**src/source/apb_subsys_pkg.sv**
```systemverilog
/*
  shared widths, slot map and timer register offsets
  enums for timer registers, bridge sequencer states and bus responses
*/
`default_nettype none

package apb_subsys_pkg;

  // bus widths
  localparam int ADDR_W = 32;
  localparam int DATA_W = 32;

  // slot field is haddr[15:12]
  localparam int SLOT_LSB      = 12;
  localparam int SLOT_TIMER    = 0;
  localparam int SLOT_STIMER   = 1;
  localparam int SLOT_NMI_WAKE = 2;
  localparam int SLOT_INTC     = 3;
  // slots at or above this are unmapped
  localparam int NUM_SLOTS     = 4;

  // channel picked by paddr[4]
  localparam int TIMER_CHANNELS = 2;

  // pending vector: [1:0] general timer, [3:2] system timer
  localparam int NUM_IRQ = 4;

  // timer register word offsets, paddr[3:2]
  typedef enum logic [1:0] {
    REG_LOAD   = 2'd0,
    REG_VALUE  = 2'd1,
    REG_CTRL   = 2'd2,
    REG_STATUS = 2'd3
  } timer_reg_t;

  // bridge sequencer
  typedef enum logic [1:0] {
    ST_IDLE,
    ST_SETUP,
    ST_ACCESS
  } bridge_state_t;

  // host response codes
  typedef enum logic [1:0] {
    RESP_OKAY  = 2'b00,
    RESP_ERROR = 2'b01
  } hresp_t;

endpackage

`default_nettype wire

```
**src/source/apb_bridge.sv**
```systemverilog
/*
  single-transfer host to APB bridge
  slot decode, setup/enable sequencer, read data and response latch
*/
`timescale 1ns/1ps
`default_nettype none

module apb_bridge import apb_subsys_pkg::*; (
  input  wire logic                               per_clk,
  input  wire logic                               i_reset,
  input  wire logic                               i_hsel,
  input  wire logic [ADDR_W-1:0]                  i_haddr,
  input  wire logic                               i_hwrite,
  input  wire logic [DATA_W-1:0]                  i_hwdata,
  input  wire logic [NUM_SLOTS-1:0][DATA_W-1:0]   i_prdata,
  output logic      [DATA_W-1:0]                  o_hrdata,
  output logic                                    o_hready,
  output hresp_t                                  o_hresp,
  output logic      [ADDR_W-1:0]                  o_paddr,
  output logic                                    o_pwrite,
  output logic      [DATA_W-1:0]                  o_pwdata,
  output logic                                    o_penable,
  output logic      [NUM_SLOTS-1:0]               o_psel
);

  bridge_state_t        state_q;
  logic [3:0]           slot;
  logic                 slot_ok;
  logic                 slot_ok_q;
  logic [NUM_SLOTS-1:0] psel_dec;
  logic [DATA_W-1:0]    rdata_sel;
  logic                 take;

  // slot field of the incoming address
  assign slot    = i_haddr[SLOT_LSB +: 4];
  assign slot_ok = (slot < 4'(NUM_SLOTS));
  // one-hot select, none for an unmapped slot
  assign psel_dec = slot_ok ? (NUM_SLOTS'(1) << slot) : '0;

  // host may only strobe while idle
  assign o_hready = (state_q == ST_IDLE);
  assign take     = i_hsel && o_hready;

  // at most one psel is high, so an OR of masked words is the mux
  always_comb begin
    rdata_sel = '0;
    for (int s = 0; s < NUM_SLOTS; s++) begin
      rdata_sel |= i_prdata[s] & {DATA_W{o_psel[s]}};
    end
  end

  // sequencer and select lines
  always_ff @(posedge per_clk) begin
    if (i_reset) begin
      state_q   <= ST_IDLE;
      o_psel    <= '0;
      o_penable <= 1'b0;
      slot_ok_q <= 1'b0;
      o_hresp   <= RESP_OKAY;
    end else begin
      case (state_q)
        ST_IDLE: begin
          if (take) begin
            state_q   <= ST_SETUP;
            o_psel    <= psel_dec;
            slot_ok_q <= slot_ok;
          end
        end
        ST_SETUP: begin
          state_q   <= ST_ACCESS;
          // no enable phase for an unmapped slot
          o_penable <= slot_ok_q;
        end
        ST_ACCESS: begin
          state_q   <= ST_IDLE;
          o_penable <= 1'b0;
          o_psel    <= '0;
          o_hresp   <= slot_ok_q ? RESP_OKAY : RESP_ERROR;
        end
        default: begin
          state_q <= ST_IDLE;
        end
      endcase
    end
  end

  // transfer payload, held for setup and enable
  always_ff @(posedge per_clk) begin
    if (take) begin
      o_paddr  <= i_haddr;
      o_pwrite <= i_hwrite;
      o_pwdata <= i_hwdata;
    end
    // read data sampled at the end of the enable cycle
    if (state_q == ST_ACCESS) begin
      o_hrdata <= o_pwrite ? '0 : rdata_sel;
    end
  end

  // host must not strobe while a transfer is in flight
  a_no_hsel_busy: assert property (@(posedge per_clk) disable iff (i_reset)
    i_hsel |-> o_hready);

  // enable phase always targets exactly one peripheral
  a_penable_onehot: assert property (@(posedge per_clk) disable iff (i_reset)
    o_penable |-> $onehot(o_psel));

  // unmapped access raises nothing on the peripheral side
  a_unmapped_quiet: assert property (@(posedge per_clk) disable iff (i_reset)
    (state_q != ST_IDLE && !slot_ok_q) |-> (o_psel == '0 && !o_penable));

endmodule

`default_nettype wire

```
**src/source/apb_timer.sv**
```systemverilog
/*
  two-channel reloading down-counter with APB register file
  load, value, control and sticky expired flag per channel
*/
`timescale 1ns/1ps
`default_nettype none

module apb_timer import apb_subsys_pkg::*; (
  input  wire logic                      per_clk,
  input  wire logic                      i_reset,
  input  wire logic                      i_psel,
  input  wire logic                      i_penable,
  input  wire logic                      i_pwrite,
  input  wire logic [ADDR_W-1:0]         i_paddr,
  input  wire logic [DATA_W-1:0]         i_pwdata,
  output logic      [DATA_W-1:0]         o_prdata,
  output logic      [TIMER_CHANNELS-1:0] o_irq
);

  logic [DATA_W-1:0]         load_q  [TIMER_CHANNELS];
  logic [DATA_W-1:0]         count_q [TIMER_CHANNELS];
  logic [TIMER_CHANNELS-1:0] en_q;
  logic [TIMER_CHANNELS-1:0] expired_q;
  logic [TIMER_CHANNELS-1:0] expire_now;
  logic                      wr_en;
  logic                      ch_sel;
  timer_reg_t                reg_sel;

  // paddr[4] picks the channel, [3:2] the register
  assign ch_sel  = i_paddr[4];
  assign reg_sel = timer_reg_t'(i_paddr[3:2]);
  // commit on the enable phase
  assign wr_en   = i_psel && i_penable && i_pwrite;

  // channel hits zero while running
  always_comb begin
    for (int c = 0; c < TIMER_CHANNELS; c++) begin
      expire_now[c] = en_q[c] && (count_q[c] == '0);
    end
  end

  always_ff @(posedge per_clk) begin
    if (i_reset) begin
      for (int c = 0; c < TIMER_CHANNELS; c++) begin
        load_q[c]  <= '0;
        count_q[c] <= '0;
      end
      en_q      <= '0;
      expired_q <= '0;
    end else begin
      for (int c = 0; c < TIMER_CHANNELS; c++) begin
        // count down, reload and flag one cycle after zero
        if (expire_now[c]) begin
          count_q[c]   <= load_q[c];
          expired_q[c] <= 1'b1;
        end else if (en_q[c]) begin
          count_q[c] <= count_q[c] - 1'b1;
        end
        // register writes, load also restarts the count
        if (wr_en && (ch_sel == 1'(c))) begin
          case (reg_sel)
            REG_LOAD: begin
              load_q[c]  <= i_pwdata;
              count_q[c] <= i_pwdata;
            end
            REG_CTRL: begin
              en_q[c] <= i_pwdata[0];
            end
            REG_STATUS: begin
              // write one to clear, a fresh expiry wins
              if (i_pwdata[0] && !expire_now[c]) begin
                expired_q[c] <= 1'b0;
              end
            end
            default: begin
            end
          endcase
        end
      end
    end
  end

  // zero wait-state read of the addressed register
  always_comb begin
    o_prdata = '0;
    case (reg_sel)
      REG_LOAD:   o_prdata = load_q[ch_sel];
      REG_VALUE:  o_prdata = count_q[ch_sel];
      REG_CTRL:   o_prdata[0] = en_q[ch_sel];
      REG_STATUS: o_prdata[0] = expired_q[ch_sel];
      default:    o_prdata = '0;
    endcase
  end

  // interrupt level follows the flag
  assign o_irq = expired_q;

  for (genvar g = 0; g < TIMER_CHANNELS; g++) begin : g_chk
    // flag only rises the cycle after a running channel sat at zero
    a_flag_rise: assert property (@(posedge per_clk) disable iff (i_reset)
      $rose(expired_q[g]) |-> $past(en_q[g] && (count_q[g] == '0)));
  end

endmodule

`default_nettype wire

```
**src/source/int_collector.sv**
```systemverilog
/*
  rising edge detect into a write-one-to-clear pending vector
*/
`timescale 1ns/1ps
`default_nettype none

module int_collector import apb_subsys_pkg::*; (
  input  wire logic               per_clk,
  input  wire logic               i_reset,
  input  wire logic               i_psel,
  input  wire logic               i_penable,
  input  wire logic               i_pwrite,
  input  wire logic [DATA_W-1:0]  i_pwdata,
  input  wire logic [NUM_IRQ-1:0] i_irq,
  output logic      [DATA_W-1:0]  o_prdata,
  output logic      [NUM_IRQ-1:0] o_int_vld,
  output logic                    o_intraw_vld
);

  logic [NUM_IRQ-1:0] irq_prev_q;
  logic [NUM_IRQ-1:0] pend_q;
  logic [NUM_IRQ-1:0] rise;
  logic [NUM_IRQ-1:0] clr_mask;

  // low last cycle, high now
  assign rise = i_irq & ~irq_prev_q;

  // ones in the write data clear
  assign clr_mask = (i_psel && i_penable && i_pwrite) ? i_pwdata[NUM_IRQ-1:0] : '0;

  always_ff @(posedge per_clk) begin
    if (i_reset) begin
      irq_prev_q <= '0;
      pend_q     <= '0;
    end else begin
      irq_prev_q <= i_irq;
      // set after clear, so a same-cycle edge survives
      pend_q     <= (pend_q & ~clr_mask) | rise;
    end
  end

  // read back pending bits
  assign o_prdata     = {{(DATA_W-NUM_IRQ){1'b0}}, pend_q};
  assign o_int_vld    = pend_q;
  assign o_intraw_vld = |pend_q;

endmodule

`default_nettype wire

```
**src/source/apb_subsys_top.sv**
```systemverilog
/*
  peripheral subsystem top
  bridge, general/system/NMI-wake timers and interrupt collector
*/
`timescale 1ns/1ps
`default_nettype none

module apb_subsys_top import apb_subsys_pkg::*; (
  input  wire logic               per_clk,
  input  wire logic               i_reset,
  input  wire logic               i_hsel,
  input  wire logic [ADDR_W-1:0]  i_haddr,
  input  wire logic               i_hwrite,
  input  wire logic [DATA_W-1:0]  i_hwdata,
  output logic      [DATA_W-1:0]  o_hrdata,
  output logic                    o_hready,
  output hresp_t                  o_hresp,
  output logic      [NUM_IRQ-1:0] o_int_vld,
  output logic                    o_intraw_vld,
  output logic                    o_nmi_req,
  output logic                    o_wakeup_req
);

  // shared APB nets
  logic [ADDR_W-1:0]                paddr;
  logic                             pwrite;
  logic [DATA_W-1:0]                pwdata;
  logic                             penable;
  logic [NUM_SLOTS-1:0]             psel;
  logic [NUM_SLOTS-1:0][DATA_W-1:0] prdata;

  // timer interrupt levels
  logic [TIMER_CHANNELS-1:0] tim_irq;
  logic [TIMER_CHANNELS-1:0] stim_irq;
  logic [TIMER_CHANNELS-1:0] nmi_wake_irq;

  apb_bridge u_bridge (
    .per_clk   (per_clk),
    .i_reset   (i_reset),
    .i_hsel    (i_hsel),
    .i_haddr   (i_haddr),
    .i_hwrite  (i_hwrite),
    .i_hwdata  (i_hwdata),
    .i_prdata  (prdata),
    .o_hrdata  (o_hrdata),
    .o_hready  (o_hready),
    .o_hresp   (o_hresp),
    .o_paddr   (paddr),
    .o_pwrite  (pwrite),
    .o_pwdata  (pwdata),
    .o_penable (penable),
    .o_psel    (psel)
  );

  apb_timer u_timer (
    .per_clk   (per_clk),
    .i_reset   (i_reset),
    .i_psel    (psel[SLOT_TIMER]),
    .i_penable (penable),
    .i_pwrite  (pwrite),
    .i_paddr   (paddr),
    .i_pwdata  (pwdata),
    .o_prdata  (prdata[SLOT_TIMER]),
    .o_irq     (tim_irq)
  );

  apb_timer u_stimer (
    .per_clk   (per_clk),
    .i_reset   (i_reset),
    .i_psel    (psel[SLOT_STIMER]),
    .i_penable (penable),
    .i_pwrite  (pwrite),
    .i_paddr   (paddr),
    .i_pwdata  (pwdata),
    .o_prdata  (prdata[SLOT_STIMER]),
    .o_irq     (stim_irq)
  );

  apb_timer u_nmi_wake (
    .per_clk   (per_clk),
    .i_reset   (i_reset),
    .i_psel    (psel[SLOT_NMI_WAKE]),
    .i_penable (penable),
    .i_pwrite  (pwrite),
    .i_paddr   (paddr),
    .i_pwdata  (pwdata),
    .o_prdata  (prdata[SLOT_NMI_WAKE]),
    .o_irq     (nmi_wake_irq)
  );

  // general timer on [1:0], system timer on [3:2]
  int_collector u_intc (
    .per_clk      (per_clk),
    .i_reset      (i_reset),
    .i_psel       (psel[SLOT_INTC]),
    .i_penable    (penable),
    .i_pwrite     (pwrite),
    .i_pwdata     (pwdata),
    .i_irq        ({stim_irq, tim_irq}),
    .o_prdata     (prdata[SLOT_INTC]),
    .o_int_vld    (o_int_vld),
    .o_intraw_vld (o_intraw_vld)
  );

  // NMI on channel 0, wake on channel 1
  assign o_nmi_req    = nmi_wake_irq[0];
  assign o_wakeup_req = nmi_wake_irq[1];

endmodule

`default_nettype wire

```
**config.mk**
```make
export PLATFORM = sky130hd
export DESIGN_NAME = apb_subsys_top
export DESIGN_NICKNAME = d
export VERILOG_FILES = /design/src/source/apb_subsys_pkg.sv /design/src/source/apb_bridge.sv /design/src/source/apb_timer.sv /design/src/source/int_collector.sv /design/src/source/apb_subsys_top.sv
export SDC_FILE = /design/constraint.sdc
export NUM_CORES = 1
export LEC_CHECK = 0
export BUFFER_PORTS_ARGS = -buffer_cell sky130_fd_sc_hd__buf_2
export CORE_ASPECT_RATIO = 1.1
export CORE_UTILIZATION = 24
export DETAILED_ROUTE_END_ITERATION = 16
export PLACE_DENSITY_LB_ADDON = 0.25
export SYNTH_ARGS = -nofsm -noshare
export SYNTH_HDL_FRONTEND = slang
export SYNTH_SLANG_ARGS = --single-unit
export TNS_END_PERCENT = 100
```
**constraint.sdc**
```tcl
create_clock -name per_clk -period 6.6 [get_ports per_clk]
set_clock_uncertainty 0.2 [all_clocks]
set_input_delay 0 -clock per_clk [delete_from_list [all_inputs] [get_ports per_clk]]
set_output_delay 0 -clock per_clk [all_outputs]
set_load 0.05 [all_outputs]
```
# Word-level counts from Yosys, hierarchy flattened
# Memories as Yosys holds them, arrays and structs flattened. A register that Yosys moved wholly into a read port is not among the register bits.
# Cells that the tools add are included.
dict set report totals {
  regBits 100
  mem_bits_rw 384
  input_bits 68
  out_inout_bits 42
  elab_cells 273
  memories 6
}
# name depth width read_ports rd_clocked_by_memory_dff wr line_no
set memory_table {}
lappend memory_table {u_nmi_wake.count_q 2 32 3 1 2 apb_timer.sv:21} ;# logic [DATA_W-1:0] count_q [TIMER_CHANNELS];
lappend memory_table {u_nmi_wake.load_q 2 32 3 1 2 apb_timer.sv:20} ;# logic [DATA_W-1:0] load_q [TIMER_CHANNELS];
lappend memory_table {u_stimer.count_q 2 32 3 1 2 apb_timer.sv:21}
lappend memory_table {u_stimer.load_q 2 32 3 1 2 apb_timer.sv:20}
lappend memory_table {u_timer.count_q 2 32 3 1 2 apb_timer.sv:21}
lappend memory_table {u_timer.load_q 2 32 3 1 2 apb_timer.sv:20}
dict set report classes {
  n_addsub 6
  order_cmp 2
  eq_ne 6
  shifts 1
  muxes 143
  n_bitwise 37
  n_reduce_logical 52
}
# operator count
set ops {}
lappend ops {{2-to-1 mux 32 bit} 24}
lappend ops {{logical NOT 32 bit} 6}
lappend ops {{subtractor 32 x 1 -> 32 bit (second input constant)} 6}
lappend ops {{one-hot mux 31 bit (2 select lines)} 3}
lappend ops {{2-to-1 mux 1 bit} 106}
lappend ops {{AND 32 bit} 3}
lappend ops {{bitwise OR 32 bit} 3}
lappend ops {{AND 4 x 32 -> 32 bit} 1}
lappend ops {{logical AND 1 bit} 27}
lappend ops {{bitwise OR 1 bit} 24}
lappend ops {{AND reduction 2 bit} 8}
lappend ops {{2-to-1 mux 4 bit} 3}
lappend ops {{one-hot mux 1 bit (4 select lines)} 3}
lappend ops {{AND 4 bit} 2}
lappend ops {{NOT 4 bit} 2}
lappend ops {{one-hot mux 4 bit (2 select lines)} 1}
lappend ops {{== test 2 bit (second input constant)} 3}
lappend ops {{logical NOT 1 bit} 6}
lappend ops {{== test 2 x 1 -> 1 bit (second input constant)} 2}
lappend ops {{logical NOT 2 bit} 2}
lappend ops {{< comparator 4 x 3 -> 1 bit (second input constant)} 1}
lappend ops {{bitwise OR 4 bit} 1}
lappend ops {{one-hot mux 2 bit (2 select lines)} 1}
lappend ops {{nonzero test 2 bit} 2}
lappend ops {{other kinds (7)} 7}

# Longest topological paths before layout
# An unclocked memory read counts as a cell.
dict set report depth {
  word_depth 9
  depth_mapped 10
  ltp_nobuf 8
}

# Modules after synthesis
# From an unflattened synthesis, not the netlist that was laid out.
dict set report hier_totals {
  hier_cells 2414
  area_unflattened_um2 28616.2
}
# mod instances cells_each area_per_inst_um2 seq_area_each_um2
set by_module_without_submodules {}
lappend by_module_without_submodules {{apb_timer at u_nmi_wake} 1 716 8361.8 3923.8}
lappend by_module_without_submodules {{apb_timer at u_timer} 1 695 7882.6 3923.8}
lappend by_module_without_submodules {{apb_timer at u_stimer} 1 686 7790.0 3923.8}
lappend by_module_without_submodules {apb_bridge 1 254 4060.1 3093.0}
lappend by_module_without_submodules {int_collector 1 63 521.8 160.2}

# Worst setup path after synthesis
# OpenSTA, ideal clock, no wires.
dict set report synth_timing {
  path_kind {flip-flop to flip-flop}
  startpoint {reg u_bridge.o_paddr[4]}
  endpoint {mem u_stimer.count_q[1][22] (data pin)}
  setup_ns 0.275
  arrival_ns 4.137
  required_ns 6.125
  slack_ns 1.987
  stages_incl_launch_ff 9
  n_path_buf 3
  synth_period_minus_slack_ns 4.613
  cell_sequence {edfxtp_1 -> clkbuf_1 -> nand4_1 -> clkbuf_1 -> o21ai_0 -> o22ai_1 -> buf_2 -> a22oi_1 -> o21ai_0}
}
# item line_no
set synth_rtl {}
lappend synth_rtl {{from (decl)} apb_bridge.sv:19} ;# output logic [ADDR_W-1:0] o_paddr,
lappend synth_rtl {{from (signal assigned)} apb_bridge.sv:90} ;# o_paddr <= i_haddr;
lappend synth_rtl {{to (decl)} apb_timer.sv:21}

==> run metrics <==
Fmax achieved=0.2251 GHz; top layer in use=met5; relative contribution of combinational cells to total power=8.2%; Power per Cell Area=237.8 nW/um^2; part of the total power dissipated in sequential elements=49.6%; slew at the pin with the worst max-slew slack=1289 ps; share of flip-flops with an asynchronous set or reset after synthesis=0%; setup repair after global routing missed its margin=false; number of optimization iterations in the first detailed-route pass=5; simple-gate share of the synthesized area=17.21%; die span in x=318.1 um; max-cap violation count=0; starting density of the core=24.20%; ports placed on the boundary=110; total die area=111,200 sq um; max-slew violation count=0; CP arrival=4620 ps; switching part of the total=25.41%; maximum buffer depth of the clock tree=3; clock tree from TritonCTS=done; proportion of layout cells with a drive suffix above 1=15.90%; worst rel slew slack=13.86%; adder and majority gate portion of the synthesized area=0.5692%; power after layout=7365 uW; post-synthesis cell area=26,380 sq um; multiplexer share of the synthesized area=9.040%; top fanout value on the critical path=21; number of distinct standard cells referenced by the synthesized netlist=81; IO Port Bufs=83; final hold viol count=0; detailed-route DRC error count=0; Leak=0.009908 uW; sum of routed wire segments on met1=42,000 um; worst vdd rail ir drop=170.2 uV; total CTS buffers=55; slowest cell on the critical path=sky130_fd_sc_hd__nand2b_1; EDFF count, synth=452; sequential cell area=14,180 sq um; Post-Synthesis Mean Instance Area=11.61 sq um; via count of the first global-routing pass=20,585; vias after detailed routing=20,621; synthesized net count=2,353; number of DRC markers in iteration 0=2,327; Yosys reg bits=482; antenna violations before repair=11; final count of negative-setup-slack endpoints=0; # H-tree levels=2; dpl hpwl=70,350 um; Fillers=11,300; wire length per cell after detailed routing=26.76 um; internal power component=5493 uW; dominant synthesized flop cell=sky130_fd_sc_hd__edfxtp_1; cell row count=127; pin count of the biggest net entering global routing=44; Overflow after GRT=0; Buf/Inv on CP=0; power dissipated by switching net loads=1872 uW; Reg clk slew, reported paths=60 ps; Skew-Pair Late Insertion Delay=630 ps; number of clock sinks seen by CTS=482; Die Ht=349.7 um; first-pass GRT wire length=147,800 um; worst hold path type=primary input to flip-flop; WP data required=6780 ps; register area share after synthesis=53.73%; instance count of the mapped netlist=2,273; met3 wire len=7463 um; type of the setup path with the least slack=flip-flop to flip-flop; type of destination of the critical path=flip-flop; crit share post-route=67.32%; global placer's final weighted congestion=0.8930; number of nets in the finished design=2,462; status=finished clean; root buffer selected by CTS=sky130_fd_sc_hd__clkbuf_16; Syn-to-layout area delta=17.41%; combined global-route utilization of all metal layers=18.04%; kind of start point of the critical path=flip-flop; Synth Warn #=0; placeable core region=109,000 sq um; final-layout setup total negative slack=0 ps; critical path's top delay family=simple AND/OR/NAND/NOR gates; total wirelength of the detailed-routed design=102,900 um; share of the synthesized area in compound gates (AO/OA/AOI/OAI)=11.75%; clock share of power=42.1%; post-detailed-route count of antenna-violating nets=0; WL met2=50,290 um; XOR/XNOR Fraction of Synth Area=4.715%; area of combinational cells with multiple inputs=11,520 sq um; average via count per standard cell=5.362; delay contributed by the slowest stage of the critical path=1020 ps; cell breakdown of the critical path=or4_1 -> nor4_2 -> nand3_2 -> nand2b_1 -> o21ba_2 -> a221o_1; dominant combinational cell family by area after synthesis=simple AND/OR/NAND/NOR gates; Diodes inserted=0; Tmin final=4443 ps
[cells in the final DEF (no fill, tap or decap), drive strengths merged, types with 30 or more instances in the layout]
| cell | n |
|---|---|
| or3 | 36 |
| dfxtp | 30 |
| edfxtp | 452 |
| o21ai | 102 |
| a221o | 42 |
| mux4 | 97 |
| nor3 | 77 |
| xnor2 | 78 |
| nand3 | 67 |
| clkbuf | 77 |
| nor2 | 191 |
| a21oi | 125 |
| buf | 138 |
| nand2 | 193 |
| nor4 | 56 |
| xor2 | 64 |
| and2 | 101 |
| dlygate4sd3 | 82 |
| a22oi | 70 |
[routing by layer]
metal	vias to the layer above	global-route usage [%]
li1	8949	-
met1	10549	23.01
met2	960	31.14
met3	161	2.847
met4	2	5.807
met5	-	0
[synth_stat cells (20+ instances only)]
| cell type | instances | area, sq um |
|---|---|---|
| sky130_fd_sc_hd__buf_1 | 20 | 75.07 |
| sky130_fd_sc_hd__xnor2_1 | 78 | 683.2 |
| sky130_fd_sc_hd__a221o_1 | 40 | 400.4 |
| sky130_fd_sc_hd__nor2_1 | 191 | 716.9 |
| sky130_fd_sc_hd__buf_2 | 20 | 100.1 |
| sky130_fd_sc_hd__xor2_1 | 64 | 560.5 |
| sky130_fd_sc_hd__and2_1 | 100 | 625.6 |
| sky130_fd_sc_hd__o21ai_0 | 100 | 500.5 |
| sky130_fd_sc_hd__dfxtp_1 | 30 | 600.6 |
| sky130_fd_sc_hd__inv_1 | 21 | 78.83 |
| sky130_fd_sc_hd__nor4_1 | 48 | 300.3 |
| sky130_fd_sc_hd__edfxtp_1 | 452 | 13570 |
| sky130_fd_sc_hd__clkbuf_1 | 111 | 416.7 |
| sky130_fd_sc_hd__mux4_2 | 97 | 2185 |
| sky130_fd_sc_hd__a31oi_1 | 25 | 156.4 |
| sky130_fd_sc_hd__a22oi_1 | 70 | 525.5 |
| sky130_fd_sc_hd__nand3_1 | 65 | 325.3 |
| sky130_fd_sc_hd__nor3_1 | 77 | 385.4 |
| sky130_fd_sc_hd__or4_1 | 25 | 187.7 |
| sky130_fd_sc_hd__nand2_1 | 192 | 720.7 |
| sky130_fd_sc_hd__a21oi_1 | 125 | 625.6 |
| sky130_fd_sc_hd__or3_1 | 35 | 219.0 |
[final timing paths]
path	slack (ps)	startpoint	cells after the start	end
max reg2reg	2160	u_timer.count_q[1][12]	6	u_timer.count_q[1][21]
max	2160	u_timer.count_q[1][12]	6	u_timer.count_q[1][21]
min reg2reg	280	u_bridge.slot_ok_q	1	u_bridge.o_hresp[0]
min	70	i_hsel	4	u_bridge.state_q[0]
[power groups by stage]
stage	sequential [uW]	clock, uW	combinational, uW
floorplan	3610	0	378
global placement	3710	0	566
detailed placement	3710	0	567
CTS	3650	3160	606
global route	3670	3260	640
finish	3660	3100	606
[final cells by class]
| class | instances | share of cell area (%) |
|---|---|---|
| Sequential cell | 482 | 45.77 |
| Multi-Input combinational cell | 1602 | 37.18 |
| Tap cell | 1419 | 5.732 |
| Timing Repair Buffer | 220 | 5.365 |
| Clock buffer | 77 | 4.904 |
| Clock inverter | 25 | 0.7878 |
| Inverter | 21 | 0.2545 |
[sequential cells by signal, summed over array words and instances (netlist names), 3 cells and up, named ones only]
register and count:
u_bridge.o_hrdata 32, u_bridge.o_paddr 3, u_bridge.o_psel 4, u_bridge.o_pwdata 32, u_intc.irq_prev_q 4, u_intc.o_int_vld 4
u_nmi_wake.count_q 64, u_nmi_wake.load_q 64, u_stimer.count_q 64, u_stimer.load_q 64, u_timer.count_q 64, u_timer.load_q 64
[tightest hold or removal path, delay by kind of cell]
| kind | cells | cell delay, ps |
|---|---|---|
| buffers and inverters | 2 | 700 |
| and+or+nand+nor | 2 | 130 |
[stage by stage]
step	instance area (sq um)	utilization, %	setup slack (ps)	hold WS, ps	std cells
after floorplan	26380	-	1987	-101.1	2273
after global placement	28390	26.04	2257	-22.65	3662
after detailed placement	28390	26.04	2219	-21.58	3662
after CTS	30970	28.41	2186	16.11	3846
after global routing	30970	28.41	2018	61.82	3846
final	30970	28.41	2157	68.24	3846
[cells by family (layout without fill, tap and decap cells)]
family,after synthesis,count (layout)
simple gates,866,866
compound gates,465,465
flops,482,482
other cells,1,1
buf+inv,189,343
mux,116,116
xor+xnor,142,142
fa+ha+maj,12,12
[repair_timing]
| item | 4_1_cts | 5_1_grt |
|---|---|---|
| hold buffers | 82 | 0 |
| setup buffers | 0 | 0 |
| resized for setup | 0 | 0 |
| hold endpoints to repair | 64 | 0 |
(Power assumes the default switching activity.)
